File: config.mk
export PLATFORM = sky130hd
export DESIGN_NAME = tcb_rsp_mux
export DESIGN_NICKNAME = d
export VERILOG_FILES = /design/src/logic/tcb_mem_pkg.sv /design/src/logic/tcb_rsp_mux.sv
export SDC_FILE = /design/constraint.sdc
export NUM_CORES = 1
export LEC_CHECK = 0
export ABC_CLOCK_PERIOD_IN_PS = 3500
export BUFFER_PORTS_ARGS = -buffer_cell sky130_fd_sc_hd__buf_2
export CAP_MARGIN = 20
export CORE_AREA = 2 2 68 70
export DETAILED_ROUTE_END_ITERATION = 7
export DIE_AREA = 0 0 70 72
export PLACE_DENSITY_LB_ADDON = 0.25
export SYNTH_ARGS = -nofsm -noshare
export SYNTH_HDL_FRONTEND = slang
export SYNTH_SLANG_ARGS = --single-unit
File: constraint.sdc
create_clock -name vclk -period 3.5
set_input_delay 0.875 -clock vclk [all_inputs]
set_output_delay 0.875 -clock vclk [all_outputs]
set_load 0.05 [all_outputs]
File: src/logic/tcb_mem_pkg.sv
/*
 * tcb memory package
 * bus widths and the request, response and tag structs shared by the
 * banked data memory, its decoder and its response mux
 */

package tcb_mem_pkg;

    //////////////////////////////////////////////////////////////////////
    // bus widths
    //////////////////////////////////////////////////////////////////////

    // byte address
    localparam int unsigned tcb_adr_w = 32;
    // data word
    localparam int unsigned tcb_dat_w = 32;
    // byte lanes per word
    localparam int unsigned tcb_byt_n = tcb_dat_w / 8;

    // upper bound on the bank count, sizes the tag bank field
    localparam int unsigned tcb_max_banks = 16;

    //////////////////////////////////////////////////////////////////////
    // bus structs
    //////////////////////////////////////////////////////////////////////

    // request, qualified by a separate valid
    typedef struct packed {
        logic                 wen;
        logic [tcb_adr_w-1:0] adr;
        logic [tcb_byt_n-1:0] byt;
        logic [tcb_dat_w-1:0] wdt;
    } tcb_req_t;

    // response, one cycle after the request
    typedef struct packed {
        logic [tcb_dat_w-1:0] rdt;
        logic                 err;
    } tcb_rsp_t;

    // request summary held by the decoder for one cycle
    typedef struct packed {
        logic                               vld;
        logic                               wen;
        logic                               err;
        logic [$clog2(tcb_max_banks)-1:0]   bank;
        logic [tcb_byt_n-1:0]               byt;
    } tcb_tag_t;

endpackage : tcb_mem_pkg

File: src/logic/tcb_rsp_mux.sv
/*
 * tcb response mux
 * picks the tagged bank's read word, clears lanes that were not
 * requested and forms the response with valid and error
 */

`timescale 1ns/1ps

module tcb_rsp_mux #(
    parameter int unsigned BANKS = 4
) (
    input  tcb_mem_pkg::tcb_tag_t              tag,
    input  logic [tcb_mem_pkg::tcb_dat_w-1:0]  bank_rdt [BANKS],
    output logic                               rsp_vld,
    output tcb_mem_pkg::tcb_rsp_t              rsp
);

    import tcb_mem_pkg::*;

    localparam int unsigned BNK_W = $clog2(tcb_max_banks);

    logic [tcb_dat_w-1:0] sel_rdt;
    logic                 rd_ok;

    //////////////////////////////////////////////////////////////////////
    // bank select
    //////////////////////////////////////////////////////////////////////

    // index only within BANKS, anything else reads as zero
    always_comb begin
        sel_rdt = '0;
        for (int unsigned b = 0; b < BANKS; b++) begin
            if (tag.bank == BNK_W'(b)) begin
                sel_rdt = bank_rdt[b];
            end
        end
    end

    //////////////////////////////////////////////////////////////////////
    // response
    //////////////////////////////////////////////////////////////////////

    // data only for a good read
    assign rd_ok = !tag.wen && !tag.err;

    // stale read register lanes must not leak out
    always_comb begin
        for (int unsigned b = 0; b < tcb_byt_n; b++) begin
            rsp.rdt[8*b +: 8] = (rd_ok && tag.byt[b]) ? sel_rdt[8*b +: 8] : 8'h00;
        end
    end

    assign rsp.err = tag.err;
    assign rsp_vld = tag.vld;

    // decoder never tags a write beyond the banks of this mux
    always_comb begin
        if (tag.vld && tag.err) begin
            a_err_bank : assert (!(tag.wen && tag.bank >= BNK_W'(BANKS)));
        end
    end

endmodule : tcb_rsp_mux

Word level (Yosys, flattened, before mapping)

Cells that the tools add are included.

Bits in registers: 0
Bits of input ports: 139
Output and inout port bits: 34
Word-level logic and storage cells: 19

Eq/ne operators: 3
Mux-type cells: 8
Reductions and logical operators: 8

Operators by type and width:

| operator                                                         | number |
|---|---|
| 32-bit two-way mux                                               | 4 |
| 8-bit two-way mux                                                | 4 |
| 4-bit by 2-bit == test with 1-bit output (second input constant) | 2 |
| 1-bit logical AND                                                | 5 |
| 4-bit by 1-bit == test with 1-bit output (second input constant) | 1 |
| 4-bit zero test                                                  | 1 |
| 1-bit zero test                                                  | 2 |

Longest topological paths before layout

Depth after elaboration: 6
Depth in mapped cells: 6
Gate-level depth less buffers: 3

Least setup slack after synthesis

Ideal clock, no wire load.

Kind: input-to-output
Start: in tag[5] in the netlist's numbering
End: out rsp[31] in the netlist's numbering
Arrival: 2.242 ns
Data required time: 2.625 ns
Setup slack: 0.383 ns
Cell stages on the path: 4
Buffers on the path: 2
Cell sequence: buf_4 -> buf_1 -> o22ai_1 -> nor2_1

RTL lines:

| item            | RTL line          | source |
|---|---|---|
| start, declared | tcb_rsp_mux.sv:12 | `input tcb_mem_pkg::tcb_tag_t tag,` |
| end, declared   | tcb_rsp_mux.sv:15 | `output tcb_mem_pkg::tcb_rsp_t rsp` |

==> flow_summary_export.csv <==
group,metric,value,unit
outcome,status,"finished, final reports clean",
placed_design,gp_congestion,0.774,
global_routing,grt_usage,17.7,%
logic_synthesis,synth-seq-area-share,0,%
logic_synthesis,synth_area_leader_cell,"mux2_2",
layout,drive_gt1_share,78.5,%
worst_setup_path,critPathArrivalTime,2.26,ns
worst_setup_path,cp_max_fo,8,
layout,numSequentialCells,0,
layout,nets,453,
global_routing,antenna_found_initial,0,
global_routing,grt_start_max_net_pins,32,
run,maxCapViolations,0,
worst_setup_path,crit_chain,"buf_2 > nor2_1 > nand3_1 > o22ai_1 > buf_2",
clock_network,cts_resized,0,
logic_synthesis,synthTopCellsByCount,"mux2_2 (58), nor2_1 (31), o22ai_1 (21)",
layout,clock_buffers,0,
logic_synthesis,synthTopCellsByArea,"mux2_2 (53%), o22ai_1 (11%), o22ai_2 (10%), nor2_1 (9.4%), buf_2 (2.8%)",
placed_design,post-place-ws,0.362,ns
logic_synthesis,yosysMostFrequentCell,"mux2_2",
clock_network,post_cts_buffers,0,
logic_synthesis,netlist_instances,152,
global_routing,grt_pass1_vias,1693,
layout,area_growth,73.0,%
placed_design,hpwl,3910,µm
routing,drtIter0Drc,30,
timing,tightest_slew,0.382,ns
routing,viasPerCell,4.84,
timing,setup_viol,0,
worst_setup_path,start_kind,"input pin",
floorplanning,pin_count,173,
layout,fillerInstances,427,
worst_setup_path,required,2.62,ns
power,power_density,110,nW/µm²
worst_hold_path,min_from,"tag[10]",
placed_design,io_buffers,171,
timing,fmax,319,MHz
routing,ant_nets,0,
global_routing,grt_pass1_wl,7600,µm
worst_setup_path,slowest_stage,"nand3_1",
layout,utilization,50.3,%
routing,wire_per_inst,13.2,µm
power,ir_drop,0.0457,mV
logic_synthesis,avgSynthCellArea,8.16,µm²
routing,num_vias,1762,
floorplanning,die_w,70,µm
timing,rsz0062_at_grt,"no",
worst_setup_path,criticalPathCategory,"in2out",
worst_setup_path,setup.worst_path.end_class,"primary output",
timing,hold_viol_final,0,
worst_setup_path,critPathLaunch,"tag[9]",
routing,drt_wl_total,4810,µm
global_routing,overflow,0,
timing,min_period,3.13,ns
logic_synthesis,syn_nets,291,
worst_setup_path,crit_path_max_incr_delay,0.36,ns
timing,timing.final.ws_setup,0.367,ns
clock_network,cts_hold_buf,0,
layout,postLayoutCellArea,2140,µm²
timing,whs,1.75,ns
logic_synthesis,synth_area,1240,µm²
floorplanning,die_area,5040,µm²
layout,seq_area,0,µm²
logic_synthesis,yosys_warnings,0,
floorplanning,core_region_area,4260,µm²
timing,fin_crit_sh,89.5,%
power,leakage,0.00114,µW
timing,slew_viol_final,0,
routing,drc,0,
layout,diodes,0,
timing,setup_tns,0,ns
worst_hold_path,hp-class,"in2out",
routing,drt-pass1-iter-count,4,
worst_setup_path,path_common_cell,"buf_2",
floorplanning,initial_utilization,29.1,%
timing,slew_headroom,74.4,%
layout,multi_input_area,1150,µm²
logic_synthesis,synth_cell_types,16,
placed_design,place_area,2140,µm²
floorplanning,die_h,72,µm
floorplanning,placementRows,24,
logic_synthesis,synth_top_cell_area_share,52.7,%
==> layer usage <==
metal / part of all wire, % / vias up / GRT usage, %
met3: 9.3 / 2 / 1.81
met4: 0.56 / 0 / 0.855
met5: 0 / - / 0
met2: 51 / 106 / 35.6
met1: 39 / 753 / 21.2
li1: - / 901 / -
==> worst paths after layout <==
path / end / depth (start not counted)
min: rsp_vld / 0
max: rsp[15] / 5
==> cells in the final DEF, fill, tap and decap left out, drive strengths merged <==
| master | Yosys | final |
|---|---|---|
| mux2 | 58 | 58 |
| nor2 | 31 | 31 |
| mux2i | 2 | 2 |
| nand3 | 7 | 7 |
| nand3b | 2 | 2 |
| o22ai | 31 | 31 |
| o21a | 2 | 2 |
| nor2b | 1 | 1 |
| buf | 13 | 176 |
| or3b | 1 | 1 |
| mux4 | 1 | 1 |
==> through the flow <==
stage / total power, µW / cells
after floorplan: 146 / 152
after global placement: 234 / 364
after detailed placement: 238 / 364
after CTS: 239 / 364
after global routing: 259 / 364
final: 237 / 364
==> power by group <==
group	internal [µW]	total, µW	leakage, µW	switching, µW
clock	0	0	0	0
combinational	138	237	0.00114	98.8
sequential	0	0	0	0
total	138	237	0.00114	98.8
==> cell type report <==
class,count,area share (%)
repair buffers,176,43.4
well taps,52,3.03
multi-input cells,136,53.6
==> kinds of logic after synthesis <==
| kind of cell | synth area share, % |
|---|---|
| AOI/OAI and AO/OA | 21.9 |
| buffers and inverters | 7.37 |
| and+or+nand+nor | 14.6 |
| muxes | 56.1 |
==> critical path, delay by kind of cell <==
| kind | cells | cell delay, ns |
|---|---|---|
| buffers and inverters | 2 | 0.41 |
| and+or+nand+nor | 2 | 0.67 |
| AOI/OAI and AO/OA | 1 | 0.29 |
No activity file was read; power rests on OpenSTA's default activity.
