File: config.mk
export PLATFORM = sky130hd
export DESIGN_NAME = tcb_mem_decoder
export DESIGN_NICKNAME = d
export VERILOG_FILES = /design/src/logic/tcb_mem_pkg.sv /design/src/logic/tcb_mem_decoder.sv
export SDC_FILE = /design/constraint.sdc
export NUM_CORES = 1
export LEC_CHECK = 0
export ABC_AREA = 1
export BUFFER_PORTS_ARGS = -buffer_cell sky130_fd_sc_hd__buf_2
export CAP_MARGIN = 5
export CORE_AREA = 2 2 60 62
export CTS_CLUSTER_DIAMETER = 80
export DETAILED_ROUTE_END_ITERATION = 10
export DIE_AREA = 0 0 62 64
export PLACE_DENSITY = 0.81
export SLEW_MARGIN = 40
export SYNTH_ARGS = -nofsm -noshare
export SYNTH_HDL_FRONTEND = slang
export SYNTH_SLANG_ARGS = --single-unit
File: constraint.sdc
create_clock -name sub -period 1.45 [get_ports sub]
set_input_delay 0.145 -clock sub [delete_from_list [all_inputs] [get_ports sub]]
set_output_delay 0.145 -clock sub [all_outputs]
set_load 0.02 [all_outputs]
File: src/logic/tcb_mem_pkg.sv
/*
 * tcb memory package
 * bus widths and the request, response and tag structs shared by the
 * banked data memory, its decoder and its response mux
 */

package tcb_mem_pkg;

    //////////////////////////////////////////////////////////////////////
    // bus widths
    //////////////////////////////////////////////////////////////////////

    // byte address
    localparam int unsigned tcb_adr_w = 32;
    // data word
    localparam int unsigned tcb_dat_w = 32;
    // byte lanes per word
    localparam int unsigned tcb_byt_n = tcb_dat_w / 8;

    // upper bound on the bank count, sizes the tag bank field
    localparam int unsigned tcb_max_banks = 16;

    //////////////////////////////////////////////////////////////////////
    // bus structs
    //////////////////////////////////////////////////////////////////////

    // request, qualified by a separate valid
    typedef struct packed {
        logic                 wen;
        logic [tcb_adr_w-1:0] adr;
        logic [tcb_byt_n-1:0] byt;
        logic [tcb_dat_w-1:0] wdt;
    } tcb_req_t;

    // response, one cycle after the request
    typedef struct packed {
        logic [tcb_dat_w-1:0] rdt;
        logic                 err;
    } tcb_rsp_t;

    // request summary held by the decoder for one cycle
    typedef struct packed {
        logic                               vld;
        logic                               wen;
        logic                               err;
        logic [$clog2(tcb_max_banks)-1:0]   bank;
        logic [tcb_byt_n-1:0]               byt;
    } tcb_tag_t;

endpackage : tcb_mem_pkg

File: src/logic/tcb_mem_decoder.sv
/*
 * tcb memory decoder
 * range check and word interleaved bank select for each request,
 * plus the tag register that steers the response one cycle later
 */

`timescale 1ns/1ps

module tcb_mem_decoder #(
    parameter int unsigned BANKS      = 4,
    parameter int unsigned BANK_WORDS = 256
) (
    input  logic                  sub,
    input  logic                  rst_n,
    input  logic                  req_vld,
    input  tcb_mem_pkg::tcb_req_t req,
    output logic [BANKS-1:0]      bank_sel,
    output tcb_mem_pkg::tcb_req_t bank_req,
    output tcb_mem_pkg::tcb_tag_t tag
);

    import tcb_mem_pkg::*;

    // width of the tag bank field
    localparam int unsigned BNK_W     = $clog2(tcb_max_banks);
    // total words over all banks
    localparam int unsigned MEM_WORDS = BANKS * BANK_WORDS;

    logic [tcb_adr_w-3:0] word_adr;
    logic                 in_range;
    logic [BNK_W-1:0]     bank_idx;

    //////////////////////////////////////////////////////////////////////
    // address split
    //////////////////////////////////////////////////////////////////////

    // drop the byte offset
    assign word_adr = req.adr[tcb_adr_w-1:2];
    // anything above the last row of the last bank is out of range
    assign in_range = (word_adr < MEM_WORDS);
    // low word bits pick the bank, both powers of two
    assign bank_idx = BNK_W'(word_adr % BANKS);

    // shared request to all banks, row in the low address bits
    always_comb begin
        bank_req     = req;
        bank_req.adr = tcb_adr_w'((word_adr / BANKS) % BANK_WORDS);
    end

    // one select per bank, none when out of range
    always_comb begin
        for (int unsigned b = 0; b < BANKS; b++) begin
            bank_sel[b] = req_vld && in_range && (bank_idx == BNK_W'(b));
        end
    end

    //////////////////////////////////////////////////////////////////////
    // response tag
    //////////////////////////////////////////////////////////////////////

    always_ff @(posedge sub) begin
        if (!rst_n) begin
            tag <= '0;
        end else begin
            tag.vld  <= req_vld;
            tag.wen  <= req.wen;
            tag.err  <= !in_range;
            tag.bank <= bank_idx;
            tag.byt  <= req.byt;
        end
    end

    //////////////////////////////////////////////////////////////////////
    // checks
    //////////////////////////////////////////////////////////////////////

    initial begin
        assert (BANKS <= tcb_max_banks && (BANKS & (BANKS - 1)) == 0)
            else $fatal(1, "bank count must be a power of two up to %0d", tcb_max_banks);
    end

    // only one bank may answer a request
    a_sel_onehot : assert property (@(posedge sub) disable iff (!rst_n) $onehot0(bank_sel));

endmodule : tcb_mem_decoder

Yosys cells after proc, flatten, opt, wreduce, memory -nomap -nowiden
Index checks and enable logic that the tools add are counted.
- bits in registers: 11
- input bits: 72
- word-level logic and storage cells: 17
- equality and inequality tests: 3
- reductions and logical operators: 7
- $lt $le $gt $ge: 1
- operator list (cell ; number):
    $lt 30x11->1 const B ; 1
    $logic_and 1x1->1 ; 5
    $eq 2x2->1 const B ; 2
    $logic_not 4->1 ; 1
    $eq 2x1->1 const B ; 1
    $logic_not 1->1 ; 1

Longest topological paths before layout
Gate-level depths: netlist of run 1.
- depth in word-level cells: 3
- depth in mapped cells: 6
- mapped depth without buffers: 6

Least setup slack after synthesis of run 1
No wires, ideal clock.
- path type: input-to-output
- start point: in req[57] (netlist bit)
- end point: out bank_sel[0]
- arrival: 0.845 ns
- path buffers: 0
- stages on the path: 5
- setup slack: 0.460 ns
- cell sequence: nor2_1 > nand2_1 > nor2_2 > nand4_2 > nor2_1
- cells in the longest elaborated chain, start to end: 3
- ends and longest elaborated chain (item ; line ; source):
    from (decl) ; tcb_mem_decoder.sv:16 ; input tcb_mem_pkg::tcb_req_t req,
    $lt 30x11->1 ; tcb_mem_decoder.sv:40 ; assign in_range = (word_adr < MEM_WORDS);
    $logic_and 1x1->1 (2 in a row) ; tcb_mem_decoder.sv:53 ; bank_sel[b] = req_vld && in_range && (bank_idx == BNK_W'(b));
    to (decl) ; tcb_mem_decoder.sv:17 ; output logic [BANKS-1:0] bank_sel,
No other way between the ends.

Worst setup path after layout of run 1
- start point: in req[59] (netlist bit)
- end point: out bank_sel[3]
The elaborated chain is that of the path after synthesis.

==> metrics list, run 1 <==
- The run finished with clean final reports.
- Number of hold violations in the final report: 0
* Hold crit path type: in2reg
* TritonCTS clock tree: yes
- TritonCTS Sinks: 9
- Detailed-router iteration count before antenna repair: 4
* Count of pins on the block boundary: 156
- Worst endpoint data arrival time: 0.99 ns
* Vias in the first global route: 514
* Critical path data required time: 1.31 ns
* Via count: 614
- Sorting the synthesized cells by how often they occur yields 71 x sky130_fd_sc_hd__buf_4, 17 x sky130_fd_sc_hd__nand2_1, 14 x sky130_fd_sc_hd__nor2_1.
- Global router's overall resource usage: 7.01%
- The register with the most flip-flops in the layout has 9 of them.
- Worst min-delay path endpoint: tag[1]
- Final HPWL from detailed placement: 1.37 mm
* Via density: 3.43
* Average wire length per cell after detail routing: 8.68 um
- Setup repair after global routing missed its margin: no
- Placed Cells incl. Taps: 175
- Layout Nets: 206
* Count of placed standard cells in the final layout, fillers left out: 179
- Number of enable flip-flop cells after synthesis: 0
* Final Routed Wirelength: 1.55 mm
* Total of endpoints with negative setup slack in the final report: 0
* Number of library cell types mapped by synthesis: 11
* Weighted congestion reported at the end of routability-driven placement: 0.627
- In the post-synthesis netlist, the cell with the most instances is sky130_fd_sc_hd__buf_4.
- Across the run, the number of max-cap violations was 0.
* Violation count after the first detailed-route iteration: 27
- The core region is 3280 sq um.
- Inserted Diodes: 0
- Leakage power: 0.000518 uW
- After synthesis the cells add up to 915 sq um.
- Clock-pin slew was measured on the worst setup and hold paths at 0.06 ns.
- CTS buffer count: 3
* P per Cell Area: 783 nW/um^2
- Congestion Overflow GR: 0
- The post-route netlist has 39.8% of its cells at a drive strength greater than 1.
* PostCTS Resize Cnt: 0
* Min Clock Period, post-route: 1.14 ns
- The worst path uses 78.5% of the clock period.
- Number of remaining DRC errors: 0
- Maximum level of the CTS H-tree: 1
* Number of hold buffers added after CTS: 0
* Synthesized netlist cell count: 129
- The worst hold path passes through 3 cells.
- In this run the post-CTS setup repair buffer count came out at 0.
- Signed area change from the synthesized netlist to the final layout: -13.5%
- Pin count of the biggest net entering global routing: 10
* Top reg by flops: tag
* Count of input and output buffers: 47
- Die width: 62 um
- Syn avg cell area: 7.09 sq um
- Kind of launch point of the worst setup path: primary input
- Maximum number of buffers from clock root to sink: 2
- The setup path with the least slack is of type in2out.
* Area share of the largest cell type after synthesis: 58.3%
- The first global-routing pass estimated 2.10 mm of wire.
- Master cell of the clock root buffer: sky130_fd_sc_hd__clkbuf_4
- For this run, the top clock speed supported by timing is 0.879 GHz.
- Accumulated negative setup slack: 0 ns
* Peak supply drop: 133 uV
- The worst hold path begins at req[33].
* Seq/Total Area, Yosys: 19.7%
* Yosys top cell by area: sky130_fd_sc_hd__buf_4
- Row count: 21
- Once the floorplan was initialized, standard cells occupied 27.8% of the core.
- Flop and latch count out of synthesis: 9
* Type of element capturing the critical path: output pin
- Along the worst path, the maximum fanout reaches 4.
- In the final layout, the registers with the most flip-flops are tag: 9 flops.
- Most used flip-flop cell after synthesis: sky130_fd_sc_hd__dfxtp_1
- In the synthesized netlist the async set-or-reset flop fraction comes to 0%.
- The detail route stage leaves a number of antenna-violating nets equal to 0.
- Number of pins with negative max-slew slack in the final report: 0
- Cells taking the most area after synthesis: sky130_fd_sc_hd__buf_4 58%, sky130_fd_sc_hd__dfxtp_1 20%, sky130_fd_sc_hd__nand2_1 7.0%, sky130_fd_sc_hd__nor2_1 5.7%, sky130_fd_sc_hd__inv_1 4.5%
- Antenna violations before repair: 0
- The die is 64 um tall.
- Yosys warnings: 0
- The die covers 3970 sq um.
## area by class of cell
type                       instances  area, sq um
multi-input combinational         62          250
fill                             359         2490
tap                               46         57.6
inverter                          11         41.3
clock buffer                       4         26.3
sequential                         9          180
timing repair buffer              47          235
## routing by layer
layer  global-route usage [%]  vias up  wire (um)
met5                        0        -          0
met4                     7.45        0        102
met3                     5.67       20        310
met2                     10.5       60        670
met1                     4.86      245        468
li1                         -      289          -
## cells in the final DEF, fill, tap and decap left out
master / n
sky130_fd_sc_hd__clkbuf_1: 1
sky130_fd_sc_hd__conb_1: 26
sky130_fd_sc_hd__nor2_1: 14
sky130_fd_sc_hd__dfxtp_1: 9
sky130_fd_sc_hd__nand4_2: 1
sky130_fd_sc_hd__and2_1: 1
sky130_fd_sc_hd__inv_1: 11
sky130_fd_sc_hd__clkbuf_4: 3
sky130_fd_sc_hd__nor2_2: 2
sky130_fd_sc_hd__nand2_1: 17
sky130_fd_sc_hd__buf_2: 47
sky130_fd_sc_hd__nand3_1: 1
## stage by stage
stage | utilization (%) | total power [uW] | setup WS [ns] | area [sq um] | hold WS [ns]
after floorplan | - | 604 | 0.460 | 1010 | 0.238
after global placement | 23.3 | 440 | 0.330 | 764 | 0.290
after detailed placement | 23.3 | 443 | 0.314 | 764 | 0.290
after CTS | 24.1 | 625 | 0.311 | 791 | 0.0888
after global routing | 24.1 | 667 | 0.147 | 791 | 0.0956
final | 24.1 | 620 | 0.312 | 791 | 0.0888
## cell families after synthesis
| kind of cell | share of synthesized area (%) |
|---|---|
| other cells | 0.410 |
| simple gates | 16.7 |
| flops | 19.7 |
| buf+inv | 63.2 |
## power breakdown
group	internal, uW	total (uW)	switching, uW
logic	50.9	175	124
clock network	105	182	76.4
registers	261	263	2.34
## worst max-delay path, cell delays in order
cell,delay (ns)
sky130_fd_sc_hd__buf_2,0.10
sky130_fd_sc_hd__nor2_1,0.09
sky130_fd_sc_hd__nand2_1,0.06
sky130_fd_sc_hd__nor2_2,0.15
sky130_fd_sc_hd__nand4_2,0.16
sky130_fd_sc_hd__nor2_1,0.12
sky130_fd_sc_hd__buf_2,0.17
## worst max path at each step
stage / start / end / depth (start not counted) / slack, ns
after global placement: req[59] / bank_sel[1] / 7 / 0.33
after global routing: req[59] / bank_sel[2] / 7 / 0.15
after CTS: req[59] / bank_sel[3] / 7 / 0.31
final: req[59] / bank_sel[3] / 7 / 0.31
after detailed placement: req[59] / bank_sel[3] / 7 / 0.31
after floorplan: req[57] / bank_sel[0] / 5 / 0.46
No activity file was read; power rests on OpenSTA's default activity.
==> run 2: changes to the inputs <==
- CORE_AREA: 2 2 60 62 -> not set
- CORE_MARGIN: not set -> 1.5
- CORE_UTILIZATION: not set -> 27
- DIE_AREA: 0 0 62 64 -> not set
- PLACE_DENSITY: 0.81 -> 0.8
- clock period: 1.45 -> 1.1 ns (I/O delays scaled with it)
==> metrics list, run 2 (synthesis gave the netlist of run 1 again) <==
- STA classifies the critical path startpoint as a primary input.
- Counting the buffers created by CTS gives 3.
* Inserted Diodes: 0
- Hold crit path type: in2reg
* Weighted congestion reported at the end of routability-driven placement: 0.570
- In the post-route analysis, the smallest setup slack over all paths is 0.0466 ns.
* Number of fillers in the final layout: 351
- The first detailed-routing pass ran for 4 iterations.
* Signed area change from the synthesized netlist to the final layout: -0.684%
- List of cells traversed by the critical path: buf_6 -> nor2_1 -> nand2_1 -> nor2_2 -> nand4_4 -> nor2_1 -> buf_4
- Commonest non-fill, non-tap cells in the layout: 35 x sky130_fd_sc_hd__buf_2, 26 x sky130_fd_sc_hd__conb_1, 15 x sky130_fd_sc_hd__nand2_1
- Critical-path cell with the highest stage delay: sky130_fd_sc_hd__nor2_2
- Dividing total power by cell area gives a power density of 949 nW/um^2.
* Largest registers: tag: 9 flops
- TritonCTS built the clock tree.
- Residual antenna-violating net count after detailed routing: 0
* Initial Util: 29.2%
- Via count: 624
- In this run the worst path has a maximum fanout of 4.
- No sink is reached through more buffers than the 2 on the longest clock path.
- Placeable core area: 3130 sq um
* Top achievable clock speed: 0.949 GHz
* Most common cell after layout, fill and taps aside: sky130_fd_sc_hd__buf_2
* Slowest stage delay, CP: 0.16 ns
* Overall power of the completed layout: 862 uW
* Antenna violations before repair: 0
- The critical path in this run is classified as in2out.
- Critical path data required time: 0.99 ns
- In this run, post-CTS hold repair placed 0 buffers.
- Vias in the first global route: 495
* Congestion Overflow GR: 0
- After layout, the worst path uses 95.8% of the clock period.
- The routed design has 1.55 mm of wire.
* Total of endpoints with negative setup slack in the final report: 0
- Clock transition at the registers of the reported paths: 0.05 ns
- The final layout contains 207 nets.
- In the final layout, flip-flops and latches occupy 180 sq um.
- Max-cap violations in this run came to 0.
* Peak supply drop: 173 uV
- Via density: 3.51
- The register with the most flip-flops in the layout has 9 of them.
- Input and output buffers added on the ports amount to 47.
* CP bufs+invs: 2
* Final HPWL from detailed placement: 1.25 mm
- After detailed routing, the number of remaining DRC violations is 0.
- Run status: finished clean
- Setup slack at placement: 0.0241 ns
- The die covers 3750 sq um.
- From bottom edge to top edge, the die measures 61.2 um.
- CTS built an H-tree with a depth of 1.
* Final core utilization: 29.0%
- In the global route stage, overall resource usage came out at 7.25%.
- Grouping stages by cell kind, the critical path spends the most delay in simple AND/OR/NAND/NOR gates.
- The final-report max-slew violation count came to 0.
- Leakage power: 0.000549 uW
- Entering global routing, the biggest net connects 10 pins.
- Accumulated negative setup slack: 0 ns
- In this run the clock root is driven by a sky130_fd_sc_hd__clkbuf_4.
- The first global-routing pass estimated 1.93 mm of wire.
* Type of element capturing the critical path: output pin
- Count of pins on the block boundary: 156
- The multi-input combinational cells in the finished layout cover a total of 299 sq um.
* TritonCTS Sinks: 9
* Worst endpoint data arrival time: 0.94 ns
- Dividing the detail-routed wire length by the instance count gives 8.72 um.
- The register with the most flip-flops in the final layout is tag.
- In this run the core area contains 20 standard-cell rows.
* Die width: 61.2 um
- Among the stages of the critical path, the cell type that occurs most often is sky130_fd_sc_hd__nor2_1.
- The post-route netlist has 47.8% of its cells at a drive strength greater than 1.
- In this run, the number of DRC markers left after iteration 0 of detailed routing was 15.
- Number of hold violations in the final report: 0
- Min Clock Period, post-route: 1.05 ns
==> run 2: cell types whose count changed in the layout (fill, tap and decap cells not counted) <==
cell                      previous run  this run
sky130_fd_sc_hd__buf_2              47        35
sky130_fd_sc_hd__buf_6               0         9
sky130_fd_sc_hd__nor2_1             14         7
sky130_fd_sc_hd__buf_4               0         4
sky130_fd_sc_hd__nor2_2              2         6
sky130_fd_sc_hd__nor2_4              0         3
sky130_fd_sc_hd__nand2_1            17        15
sky130_fd_sc_hd__nand2_2             0         2
sky130_fd_sc_hd__and2_1              1         0
sky130_fd_sc_hd__and2_4              0         1
sky130_fd_sc_hd__nand4_2             1         0
sky130_fd_sc_hd__nand4_4             0         1
==> run 2: power breakdown <==
part / switching [uW] / internal (uW) / leakage (uW) / total, uW
Sequential: 3.20 / 344 / 0.0000751 / 347
Clock: 111 / 139 / 0.0000150 / 251
Combinational: 172 / 91.9 / 0.000459 / 264
==> run 2: final cells by class <==
cell class	count	area share (%)
timing repair buffer	48	33.7
clock buffer	4	2.89
tap	44	6.06
sequential	9	19.8
multi-input combinational	62	32.9
inverter	11	4.55
==> run 2: metal layers <==
metal	up-vias	part of all wire, %	wire (um)	global-route usage, %
met5	-	0	0	0
met4	0	7.0	108	10.6
met3	20	19	302	4.62
met2	65	48	742	10.9
met1	250	26	399	5.05
li1	289	-	-	-
==> run 2: metrics by stage <==
stage	instance area [sq um]	std cells	hold WS (ns)
after floorplan	1010	154	0.203
after global placement	762	173	0.220
after detailed placement	762	173	0.220
after CTS	788	177	0.0414
after global routing	908	178	0.0592
final	908	178	0.0471
==> run 2: path summary, 6_finish.rpt <==
check / start / to / slack, ns / depth (start not counted)
hold / removal: req[32] / tag[0] / 0.05 / 3
setup / recovery: req[67] / bank_sel[2] / 0.05 / 7
==> run 2: worst min-delay path: stages <==
cell	delay [ns]
sky130_fd_sc_hd__buf_2	0.08
sky130_fd_sc_hd__nand2_1	0.04
sky130_fd_sc_hd__inv_1	0.04
==> run 2: timing repair <==
item                       CTS  global route
resized for setup            0            26
setup endpoints to repair    0             4
buffers inserted             0             1
